### src/design/zombie_arena_pkg.sv
package zombie_arena_pkg;

    // Arena geometry, in pixels and tiles
    localparam int tile_px      = 32;
    localparam int map_rows     = 15;
    localparam int map_cols     = 20;
    localparam int shooter_step = 4;            // Pixels per frame tick
    localparam int contact_px   = 16;           // Touch distance per axis
    localparam logic [1:0] start_health = 2'd3;

    localparam logic [9:0] shooter_spawn_x = 10'd320;
    localparam logic [9:0] shooter_spawn_y = 10'd224;

    // Inner wall columns added by the level select
    localparam int lvl1_col = 6;
    localparam int lvl2_col = 13;
    localparam int col_top_row = 4;
    localparam int col_bot_row = 10;

    typedef struct packed {
        logic [9:0] x;
        logic [9:0] y;
    } pos_t;

    typedef struct packed {
        pos_t pos;
        logic alive;
    } zombie_status_t;

    typedef logic [map_rows-1:0][map_cols-1:0] wall_map_t;  // [row][col], 1 = wall
    typedef logic [1:0] level_t;

    typedef enum logic [2:0] {mv_none, mv_up, mv_down, mv_left, mv_right} move_t;

    // USB HID usage codes
    typedef enum logic [7:0] {
        key_a = 8'h04,
        key_d = 8'h07,
        key_s = 8'h16,
        key_w = 8'h1A
    } key_code_t;

    typedef enum logic [1:0] {ph_idle, ph_playing, ph_lost} phase_t;

    // Wall lookup for the tile under a point, off-map counts as wall
    function automatic logic tile_is_wall(input wall_map_t w, input pos_t p);
        logic [4:0] row;
        logic [4:0] col;
        row = 5'(p.y / tile_px);
        col = 5'(p.x / tile_px);
        if (row >= map_rows || col >= map_cols) return 1'b1;
        return w[row][col];
    endfunction

endpackage

### src/design/barrier_map.sv
`timescale 1ns/1ps

module barrier_map (
    input  zombie_arena_pkg::level_t    level_sel,
    output zombie_arena_pkg::wall_map_t walls
);

    // Per-tile wall bit, all shape decisions are constant per tile
    for (genvar r = 0; r < zombie_arena_pkg::map_rows; r++) begin : g_row
        for (genvar c = 0; c < zombie_arena_pkg::map_cols; c++) begin : g_col
            localparam bit is_border = (r == 0) || (r == zombie_arena_pkg::map_rows - 1) ||
                                       (c == 0) || (c == zombie_arena_pkg::map_cols - 1);
            localparam bit in_span = (r >= zombie_arena_pkg::col_top_row) &&
                                     (r <= zombie_arena_pkg::col_bot_row);
            localparam bit on_col1 = in_span && (c == zombie_arena_pkg::lvl1_col);
            localparam bit on_col2 = in_span && (c == zombie_arena_pkg::lvl2_col);

            assign walls[r][c] = is_border ||
                                 (on_col1 && level_sel >= 2'd1) ||   // Level 1 column
                                 (on_col2 && level_sel >= 2'd2);     // Level 2 and 3
        end
    end

endmodule

### src/design/game_state.sv
`timescale 1ns/1ps

module game_state (
    input  logic                     Clk,
    input  logic                     reset,
    input  logic                     play,
    input  logic                     frame_tick,
    input  logic [2:0]               touching,     // One bit per zombie
    output zombie_arena_pkg::phase_t phase,
    output logic [1:0]               health,
    output logic                     round_start
);

    logic hit;

    // Damage on a playing tick, never in the spawn reload cycle
    assign hit = frame_tick && (|touching) && !round_start;

    // ----------------------------------------
    // Phase FSM and health
    always_ff @(posedge Clk) begin
        if (reset) begin
            phase       <= zombie_arena_pkg::ph_idle;
            health      <= zombie_arena_pkg::start_health;
            round_start <= 1'b0;
        end else begin
            round_start <= 1'b0;            // Single cycle pulse
            case (phase)
                zombie_arena_pkg::ph_idle,
                zombie_arena_pkg::ph_lost: begin
                    if (play) begin
                        phase       <= zombie_arena_pkg::ph_playing;
                        round_start <= 1'b1;
                        health      <= zombie_arena_pkg::start_health;
                    end
                end
                zombie_arena_pkg::ph_playing: begin
                    if (hit) begin
                        health <= health - 2'd1;
                        if (health == 2'd1)
                            phase <= zombie_arena_pkg::ph_lost;   // Last hit point gone
                    end
                end
                default: phase <= zombie_arena_pkg::ph_idle;
            endcase
        end
    end

    // Refill only at round start
    a_health_refill: assert property (@(posedge Clk) disable iff (reset)
        (health > $past(health)) |-> round_start)
        else $error("health rose outside round start");

endmodule

### src/design/keycode_decoder.sv
`timescale 1ns/1ps

module keycode_decoder (
    input  logic [7:0]               keycode0,
    input  logic [7:0]               keycode1,
    output zombie_arena_pkg::move_t  move
);

    zombie_arena_pkg::move_t move0; // Candidate from first byte
    zombie_arena_pkg::move_t move1;

    // WASD to direction, anything else is no move
    function automatic zombie_arena_pkg::move_t key_to_move(input logic [7:0] code);
        case (code)
            zombie_arena_pkg::key_w: return zombie_arena_pkg::mv_up;
            zombie_arena_pkg::key_s: return zombie_arena_pkg::mv_down;
            zombie_arena_pkg::key_a: return zombie_arena_pkg::mv_left;
            zombie_arena_pkg::key_d: return zombie_arena_pkg::mv_right;
            default:                 return zombie_arena_pkg::mv_none;
        endcase
    endfunction

    always_comb begin
        move0 = key_to_move(keycode0);
        move1 = key_to_move(keycode1);
        // keycode0 wins when it is a movement key
        if (move0 != zombie_arena_pkg::mv_none)
            move = move0;
        else
            move = move1;           // May still be none
    end

endmodule

### src/design/shooter_motion.sv
`timescale 1ns/1ps

module shooter_motion (
    input  logic                        Clk,
    input  logic                        reset,
    input  logic                        frame_tick,
    input  logic                        round_start,
    input  zombie_arena_pkg::phase_t    phase,
    input  zombie_arena_pkg::move_t     move,
    input  zombie_arena_pkg::wall_map_t walls,
    output zombie_arena_pkg::pos_t      shooter
);

    zombie_arena_pkg::pos_t cand;   // Position one step away
    logic                   step_ok;
    logic                   advance;

    // ----------------------------------------
    // Candidate step
    always_comb begin
        cand = shooter;
        case (move)
            zombie_arena_pkg::mv_up:    cand.y = shooter.y - 10'(zombie_arena_pkg::shooter_step);
            zombie_arena_pkg::mv_down:  cand.y = shooter.y + 10'(zombie_arena_pkg::shooter_step);
            zombie_arena_pkg::mv_left:  cand.x = shooter.x - 10'(zombie_arena_pkg::shooter_step);
            zombie_arena_pkg::mv_right: cand.x = shooter.x + 10'(zombie_arena_pkg::shooter_step);
            default: ;                  // No key, stay put
        endcase
        step_ok = !zombie_arena_pkg::tile_is_wall(walls, cand);  // Floor only
    end

    assign advance = frame_tick && (phase == zombie_arena_pkg::ph_playing);

    // ----------------------------------------
    // Position register
    always_ff @(posedge Clk) begin
        if (reset || round_start) begin         // Back to spawn
            shooter.x <= zombie_arena_pkg::shooter_spawn_x;
            shooter.y <= zombie_arena_pkg::shooter_spawn_y;
        end else if (advance && step_ok) begin
            shooter <= cand;
        end
    end

    // Walls must keep the shooter off the border tiles
    a_inside: assert property (@(posedge Clk) disable iff (reset)
        shooter.x >= 10'(zombie_arena_pkg::tile_px) &&
        shooter.x < 10'((zombie_arena_pkg::map_cols - 1) * zombie_arena_pkg::tile_px) &&
        shooter.y >= 10'(zombie_arena_pkg::tile_px) &&
        shooter.y < 10'((zombie_arena_pkg::map_rows - 1) * zombie_arena_pkg::tile_px))
        else $error("shooter left the inner arena");

endmodule

### src/design/zombie_arena.sv
`timescale 1ns/1ps

module zombie_arena (
    input  logic                                  Clk,
    input  logic                                  reset,
    input  logic                                  play,
    input  logic [7:0]                            keycode0,
    input  logic [7:0]                            keycode1,
    input  logic                                  frame_tick,   // One cycle per frame
    input  zombie_arena_pkg::level_t              level_sel,
    output zombie_arena_pkg::pos_t                shooter,
    output zombie_arena_pkg::zombie_status_t [2:0] zombies,
    output logic [1:0]                            health,
    output zombie_arena_pkg::phase_t              phase
);

    zombie_arena_pkg::move_t     move;
    zombie_arena_pkg::wall_map_t walls;
    logic [2:0]                  touching;
    logic                        round_start;

    // ----------------------------------------
    // Input decode and map
    keycode_decoder keycode_decoder_inst (.keycode0, .keycode1, .move);

    barrier_map barrier_map_inst (.level_sel, .walls);

    // ----------------------------------------
    // Movers
    shooter_motion shooter_motion_inst (
        .Clk, .reset, .frame_tick, .round_start, .phase, .move, .walls, .shooter
    );

    zombie_chaser #(.spawn_x(64), .spawn_y(96), .speed(1), .spawn_delay(1)) zombie_0_inst (
        .Clk, .reset, .frame_tick, .round_start, .phase, .walls, .shooter,
        .status(zombies[0]), .touching(touching[0])
    );

    zombie_chaser #(.spawn_x(544), .spawn_y(96), .speed(4), .spawn_delay(1)) zombie_1_inst (
        .Clk, .reset, .frame_tick, .round_start, .phase, .walls, .shooter,
        .status(zombies[1]), .touching(touching[1])     // Fast one
    );

    zombie_chaser #(.spawn_x(64), .spawn_y(384), .speed(1), .spawn_delay(60)) zombie_2_inst (
        .Clk, .reset, .frame_tick, .round_start, .phase, .walls, .shooter,
        .status(zombies[2]), .touching(touching[2])     // Late spawner
    );

    // ----------------------------------------
    // Phase and health
    game_state game_state_inst (
        .Clk, .reset, .play, .frame_tick, .touching, .phase, .health, .round_start
    );

endmodule

### src/design/zombie_chaser.sv
`timescale 1ns/1ps

module zombie_chaser #(
    parameter int spawn_x     = 64,
    parameter int spawn_y     = 96,
    parameter int speed       = 1,
    parameter int spawn_delay = 1         // Playing ticks before release
) (
    input  logic                             Clk,
    input  logic                             reset,
    input  logic                             frame_tick,
    input  logic                             round_start,
    input  zombie_arena_pkg::phase_t         phase,
    input  zombie_arena_pkg::wall_map_t      walls,
    input  zombie_arena_pkg::pos_t           shooter,
    output zombie_arena_pkg::zombie_status_t status,
    output logic                             touching
);

    localparam int cnt_w = $clog2(spawn_delay + 1);
    localparam logic [9:0] speed_px = 10'(speed);

    logic [cnt_w-1:0]       spawn_cnt;      // Ticks seen while dead
    logic [9:0]             dx, dy;         // Absolute distances
    logic [9:0]             step_x, step_y;
    logic                   x_first;
    zombie_arena_pkg::pos_t cand_x, cand_y, first, second, next_pos;
    logic                   advance;

    // ----------------------------------------
    // Steering
    always_comb begin
        dx = (shooter.x >= status.pos.x) ? shooter.x - status.pos.x : status.pos.x - shooter.x;
        dy = (shooter.y >= status.pos.y) ? shooter.y - status.pos.y : status.pos.y - shooter.y;
        step_x = (dx < speed_px) ? dx : speed_px;   // Never overshoot
        step_y = (dy < speed_px) ? dy : speed_px;
        x_first = (dx >= dy);                        // Tie goes to x

        cand_x = status.pos;
        cand_x.x = (shooter.x >= status.pos.x) ? status.pos.x + step_x : status.pos.x - step_x;
        cand_y = status.pos;
        cand_y.y = (shooter.y >= status.pos.y) ? status.pos.y + step_y : status.pos.y - step_y;

        first  = x_first ? cand_x : cand_y;
        second = x_first ? cand_y : cand_x;
        if (!zombie_arena_pkg::tile_is_wall(walls, first))
            next_pos = first;
        else if (!zombie_arena_pkg::tile_is_wall(walls, second))
            next_pos = second;      // Slide along the wall
        else
            next_pos = status.pos;  // Boxed in
    end

    assign advance = frame_tick && (phase == zombie_arena_pkg::ph_playing);

    // Contact on current positions, dead zombies never touch
    assign touching = status.alive && (dx < 10'(zombie_arena_pkg::contact_px)) &&
                      (dy < 10'(zombie_arena_pkg::contact_px));

    // ----------------------------------------
    // Spawn counter and position
    always_ff @(posedge Clk) begin
        if (reset || round_start) begin
            status.pos.x <= 10'(spawn_x);
            status.pos.y <= 10'(spawn_y);
            status.alive <= 1'b0;
            spawn_cnt    <= '0;
        end else if (advance) begin
            if (status.alive) begin
                status.pos <= next_pos;
            end else if (spawn_cnt == cnt_w'(spawn_delay - 1)) begin
                status.alive <= 1'b1;               // Released, moves from next tick
            end else begin
                spawn_cnt <= spawn_cnt + 1'b1;
            end
        end
    end

    // Only a new round may kill a live zombie during play
    a_alive_hold: assert property (@(posedge Clk) disable iff (reset)
        (status.alive && phase == zombie_arena_pkg::ph_playing && !round_start)
        |=> (status.alive || phase != zombie_arena_pkg::ph_playing))
        else $error("zombie alive bit fell during play");

endmodule

### config.mk
export PLATFORM = sky130hd
export DESIGN_NAME = zombie_arena
export DESIGN_NICKNAME = d
export VERILOG_FILES = /design/src/design/zombie_arena_pkg.sv /design/src/design/barrier_map.sv /design/src/design/game_state.sv /design/src/design/keycode_decoder.sv /design/src/design/shooter_motion.sv /design/src/design/zombie_arena.sv /design/src/design/zombie_chaser.sv
export SDC_FILE = /design/constraint.sdc
export NUM_CORES = 1
export LEC_CHECK = 0
export ABC_AREA = 1
export BUFFER_PORTS_ARGS = -buffer_cell sky130_fd_sc_hd__buf_2
export CORE_MARGIN = 3
export CORE_UTILIZATION = 54
export CTS_CLUSTER_SIZE = 10
export DETAILED_ROUTE_END_ITERATION = 8
export PLACE_DENSITY = 0.78
export SLEW_MARGIN = 10
export SYNTH_ARGS = -nofsm -noshare
export SYNTH_HDL_FRONTEND = slang
export SYNTH_SLANG_ARGS = --single-unit
### constraint.sdc
create_clock -name Clk -period 7.6 [get_ports Clk]
set_input_delay 1.14 -clock Clk [delete_from_list [all_inputs] [get_ports Clk]]
set_output_delay 1.14 -clock Clk [all_outputs]
set_load 0.01 [all_outputs]
==> impl_metrics.yaml, run 1 <==
synth:
  syn_inst: 2524
  synth-main-ff-cell: "dfxtp_1"
  synth_edf_count: 0
  ys_warn_count: 0
  synth-seq-area-share: 0.116
  syn_area_per_cell_um2: 6.10
  ys_ff_latch: 89
  synth_area_um2: 15400
  synth.distinct_cells: 66
  async_flop_share: 0
sta:
  hold_viol: 0
  setup_viol: 0
  fin_skew_ns: 0.0177
  hold_slack_ns: 0.464
  slew_headroom: 0.450
  finalMaxSlewViolations: 0
  min_period_ns: 7.01
  max_slew.worst_pin.slew_ns: 0.825
  grt_setup_unrepaired: "no"
  min_period_over_period: 0.922
  max_freq_ghz: 0.143
cells_and_area:
  syn_to_final_growth_pct: 8.10
  layout_commonest_cell: "nand2_1"
  seq_area_um2: 1790
  n_fill_cell: 2751
  layout_common_cells: "609 x nand2_1, 369 x inv_1, 224 x nor2_1"
  drive_above_1_share: 0.115
  multi_input_area_um2: 11900
  diodes: 0
  fin_nets: 2847
clock_tree:
  cts_root_buffer: "clkbuf_16"
  numCtsBuffers: 9
  tritoncts: "done"
  clockBufferDepth: 2
  htree_levels: 3
  cts_sinks: 89
  path_clk_slew_ns: 0.08
  clk-insertion-delay-late_ns: 0.37
  cts-hold-fix-buffers: 0
worst_setup_path:
  slowest_stage: "nor4_4"
  crit_type: "flip-flop to flip-flop"
  crit_top_cell: "nand2_1"
  cp-end-kind: "flip-flop"
  arrival_ns: 7.27
  max_stage_delay_ns: 0.50
  required_ns: 7.86
  crit_fanout: 19
  r2r_start: "shooter_motion_inst.shooter[7]$_SDFFE_PP1P_"
  startpoint_type: "flip-flop"
  critPathLaunch: "shooter_motion_inst.shooter[7]$_SDFFE_PP1P_"
route:
  ant_nets: 0
  first_iter_violations: 1335
  routed_wl_um: 47200
  drc: 0
  wl_per_cell_um: 15.8
  drt_pre_antenna_iters: 6
  via_count: 16700
  avgViaCountPerCell: 5.58
pwr:
  power_frac_comb: 0.816
  p_switching_mw: 3.33
  cellPowerDensity_nw_per_um2: 325
  swShare: 0.615
  intPower_mw: 2.08
  clock_power_share: 0.090
  p_seq_frac: 0.094
  leakagePower_nw: 8.91
  fin_total_pwr_mw: 5.41
  vdd_ir_drop_max_uv: 393
floorplan:
  start_util: 0.551
  die-height_um: 175
  die_w_um: 175
  rows: 61
  core_um2: 27900
  ios: 109
  die_area_um2: 30600
run:
  max-cap-violations: 0
placed_design:
  globalplace.congestion: 1.01
  dpl.hpwl_um: 38100
  portBuffers: 104
grt:
  grt_pass1_vias: 15400
  grt_max_degree: 69
  grt_use_total: 0.298
  grt_pass1_wl_um: 76100
  antenna_found_initial: 0
  globalRouteOverflowTotal: 0
hold_path:
  hp-start: "zombie_1_inst.status[10]$_SDFFE_PP0P_"
  hold_class: "flip-flop to flip-flop"
outcome:
  status: "completed"
[worst paths after layout]
path                                           end  slack, ns  depth (start not counted)
max          zombie_1_inst.status[18]$_SDFFE_PP0P_       0.59                         35
min          zombie_1_inst.status[10]$_SDFFE_PP0P_       0.46                          2
max reg2reg  zombie_1_inst.status[18]$_SDFFE_PP0P_       0.59                         35
min reg2reg  zombie_1_inst.status[10]$_SDFFE_PP0P_       0.46                          2
[stage by stage]
step / utilization / area [um^2] / TNS (ns) / instances / setup WS, ns
6_report: 0.596 / 16600 / 0 / 2993 / 0.593
5_1_grt: 0.596 / 16600 / 0 / 2993 / 0.00174
4_1_cts: 0.591 / 16500 / 0 / 2985 / 0.0820
3_5_place_dp: 0.580 / 16200 / -0.0475 / 2969 / -0.0181
3_3_place_gp: 0.580 / 16200 / 0 / 2969 / 0.0184
2_1_floorplan: - / 15400 / 0 / 2527 / 1.46
[worst max-delay path, delay by kind of cell (launching register included)]
kind            cells  cell delay, ns
flops               1            0.49
simple gates       18            2.82
buf+inv             3            0.51
compound gates      9            1.76
xor+xnor            2            0.28
fa+ha+maj           3            1.02
[flip-flops by register name (all words and copies together) (netlist names)]
| signal | count |
|---|---|
| game_state_inst.phase | 2 |
| zombie_2_inst.spawn_cnt | 6 |
| zombie_1_inst.status | 20 |
| game_state_inst.health | 2 |
| game_state_inst.round_start | 1 |
| shooter_motion_inst.shooter | 16 |
| zombie_2_inst.status | 21 |
| zombie_0_inst.status | 21 |
[Yosys cell counts, types with 26 or more instances]
| cell | number | share of area |
|---|---|---|
| a21oi_1 | 173 | 0.056 |
| xor2_1 | 85 | 0.048 |
| nor3_1 | 28 | 0.0091 |
| xnor2_1 | 26 | 0.015 |
| ha_1 | 201 | 0.16 |
| dfxtp_1 | 89 | 0.12 |
| nand3_1 | 155 | 0.050 |
| nand2_1 | 609 | 0.15 |
| nor2_1 | 228 | 0.056 |
| o21ai_0 | 179 | 0.058 |
| buf_2 | 28 | 0.0091 |
| o21ai_1 | 29 | 0.0094 |
| inv_1 | 370 | 0.090 |
| nand2_2 | 36 | 0.015 |
| nand4_1 | 29 | 0.012 |
[repair_timing]
action,4_1_cts,5_1_grt
pin swaps,0,4
endpoints found under the setup margin,15,59
cloned,0,1
endpoints found under the hold margin,0,0
buffers inserted,0,7
resized for setup,2,32
[power by group through the flow]
stage	registers [mW]	logic, mW	clock network, mW
final	0.509	4.41	0.487
after global routing	0.511	4.96	0.509
after CTS	0.508	4.26	0.489
after detailed placement	0.519	4.23	0
after global placement	0.518	4.15	0
after floorplan	0.515	3.54	0
[per-layer routing]
metal	wire, um	up-vias	GRT usage	share of wire
li1	-	8392	-	-
met1	20800	7644	0.386	0.44
met2	21900	569	0.516	0.46
met3	2850	110	0.0272	0.060
met4	1740	0	0.110	0.037
met5	0	-	0	0
[kinds of logic after synthesis]
kind of cell | Yosys count | share of synthesized area
mux | 5 | 0.00325
buf+inv | 452 | 0.119
fa+ha+maj | 215 | 0.182
other cells | 1 | 0.000244
simple gates | 1168 | 0.338
xor+xnor | 111 | 0.0632
compound gates | 483 | 0.179
flops | 89 | 0.116
[layout make-up]
cell class,instances,area share
Clock buffer,9,0.0135
Clock inverter,7,0.00406
Inverter,390,0.0884
Multi-Input combinational cell,1987,0.714
Sequential cell,89,0.108
Tap cell,378,0.0284
Timing Repair Buffer,133,0.0444
(Power assumes the default switching activity.)
==> run 2: changes to the inputs <==
Settings changed: CELL_PAD_IN_SITES_DETAIL_PLACEMENT from default to 0, CELL_PAD_IN_SITES_GLOBAL_PLACEMENT from default to 1, CORE_UTILIZATION 54 to 44, PLACE_DENSITY 0.78 to 0.88.
==> run 2 against run 1 <==
Setup slack improved by 0.015 ns. Wire length rose by 2.8%. Sequential power shrank 1%. Combinational power up 0.9%. Global-route usage is 4.0 points lower. Clock-buffer cell count unchanged. Worst hold slack improved by 0.033 ns. Design area grew 1.1%. Critical path type unchanged.
==> impl_metrics.yaml, run 2 (synthesized netlist as in run 1, its figures left out) <==
outcome:
  status: "completed"
sta:
  hold_slack_ns: 0.497
  fin_skew_ns: 0.0143
  grt_setup_unrepaired: "yes"
  slew_headroom: 0.448
  max_slew.worst_pin.slew_ns: 0.829
  min_period_ns: 6.99
  max_freq_ghz: 0.143
  hold_viol: 0
  fin_setup_tns_ns: 0
  setup_viol: 0
  worst_slack_ns: 0.608
  min_period_over_period: 0.920
  finalMaxSlewViolations: 0
floorplan:
  core_um2: 34000
  die_area_um2: 37300
  die_w_um: 193
  rows: 67
  start_util: 0.452
  die-height_um: 193
  ios: 109
worst_setup_path:
  startpoint_type: "flip-flop"
  cp-end-kind: "flip-flop"
  slowest_stage: "o21ai_1"
  crit_fanout: 19
  max_stage_delay_ns: 0.43
  arrival_ns: 7.26
  crit_top_cell: "nand2_1"
  crit_type: "flip-flop to flip-flop"
  required_ns: 7.87
placed_design:
  globalplace.congestion: 0.952
  dpl.hpwl_um: 39400
  placed_cells: 3050
  dp_slack_ns: 0.105
  post_dp_cell_area_um2: 16400
  portBuffers: 104
route:
  drc: 0
  routed_wl_um: 48500
  wl_per_cell_um: 15.8
  first_iter_violations: 1199
  via_count: 16400
  avgViaCountPerCell: 5.34
  ant_nets: 0
  drt_pre_antenna_iters: 5
grt:
  grt_pass1_vias: 15300
  grt_pass1_wl_um: 77200
  globalRouteOverflowTotal: 0
  antenna_found_initial: 1
  grt_max_degree: 69
  grt_use_total: 0.258
clock_tree:
  cts_sinks: 89
  clockBufferDepth: 2
  htree_levels: 3
  cts-hold-fix-buffers: 0
  path_clk_slew_ns: 0.08
  cts_root_buffer: "clkbuf_16"
  clk-insertion-delay-late_ns: 0.37
  tritoncts: "done"
  numCtsBuffers: 9
pwr:
  cellPowerDensity_nw_per_um2: 324
  leakagePower_nw: 8.98
  vdd_ir_drop_max_uv: 294
cells_and_area:
  fin_nets: 2857
  largestRegisters: "zombie_0_inst.status (21), zombie_2_inst.status (21), zombie_1_inst.status (20)"
  drive_above_1_share: 0.117
  stdcell_count: 3074
  layout_commonest_cell: "nand2_1"
  fin_area_um2: 16800
  layout_common_cells: "609 x nand2_1, 369 x inv_1, 225 x nor2_1"
  syn_to_final_growth_pct: 9.25
hold_path:
  hold_class: "flip-flop to flip-flop"
run:
  max-cap-violations: 0
run 2: cell count changes in the layout (fill, tap and decap cells not counted), moves of 2 or more:
cell      change
buf_4        +10
o21ai_0       +5
o21ai_1       -4
dfxtp_1       +3
dfxtp_2       -3
clkinv_8      +2
run 2: area by class of cell:
type,instances,area (um^2)
Multi-Input combinational cell,1987,11900
Inverter,390,1470
Antenna cell,1,2.50
Timing Repair Buffer,143,813
Tap cell,448,561
Fill cell,3612,17200
Clock buffer,9,225
Clock inverter,7,83.8
Sequential cell,89,1790
run 2: where the power goes:
group | internal [mW] | total (mW) | leakage [nW] | switching (mW)
clock | 0.238 | 0.497 | 0.151 | 0.260
sequential | 0.481 | 0.504 | 0.720 | 0.0231
combinational | 1.37 | 4.45 | 8.11 | 3.08
total | 2.09 | 5.46 | 8.98 | 3.36
run 2: worst paths after layout:
path | cells after the start | start | end | slack [ns]
worst max-delay path | 38 | shooter_motion_inst.shooter[3]$_SDFFE_PP0P_ | zombie_1_inst.status[18]$_SDFFE_PP0P_ | 0.61
worst min-delay path | 2 | zombie_2_inst.spawn_cnt[2]$_SDFFE_PP0P_ | zombie_2_inst.spawn_cnt[2]$_SDFFE_PP0P_ | 0.50
worst max register to register | 38 | shooter_motion_inst.shooter[3]$_SDFFE_PP0P_ | zombie_1_inst.status[18]$_SDFFE_PP0P_ | 0.61
worst min register to register | 2 | zombie_2_inst.spawn_cnt[2]$_SDFFE_PP0P_ | zombie_2_inst.spawn_cnt[2]$_SDFFE_PP0P_ | 0.50
run 2: metrics by stage:
stage / power [mW] / utilization
floorplan: 4.06 / -
global placement: 4.78 / 0.481
detailed placement: 4.82 / 0.481
CTS: 5.35 / 0.490
global route: 6.04 / 0.494
finish: 5.46 / 0.494
run 2: worst max-delay path, delay by kind of cell (launching register included):
| kind | cells | cell delay [ns] |
|---|---|---|
| AO/OA/AOI/OAI | 8 | 1.66 |
| AND/OR/NAND/NOR | 21 | 2.83 |
| buffers and inverters | 4 | 0.82 |
| XOR/XNOR | 2 | 0.28 |
| adder cells (fa/ha/maj) | 3 | 0.93 |
| flip-flops | 1 | 0.38 |
run 2: what timing repair did:
| action | CTS | global route |
|---|---|---|
| setup endpoints to repair | 0 | 41 |
| gates resized for setup | 0 | 25 |
| buffers inserted | 0 | 6 |
run 2: per-layer routing:
layer | track usage | part of all wire | wire length, um
met1 | 0.342 | 0.46 | 22200
met2 | 0.436 | 0.46 | 22100
met3 | 0.0224 | 0.047 | 2280
met4 | 0.100 | 0.039 | 1880
met5 | 0 | 0 | 0
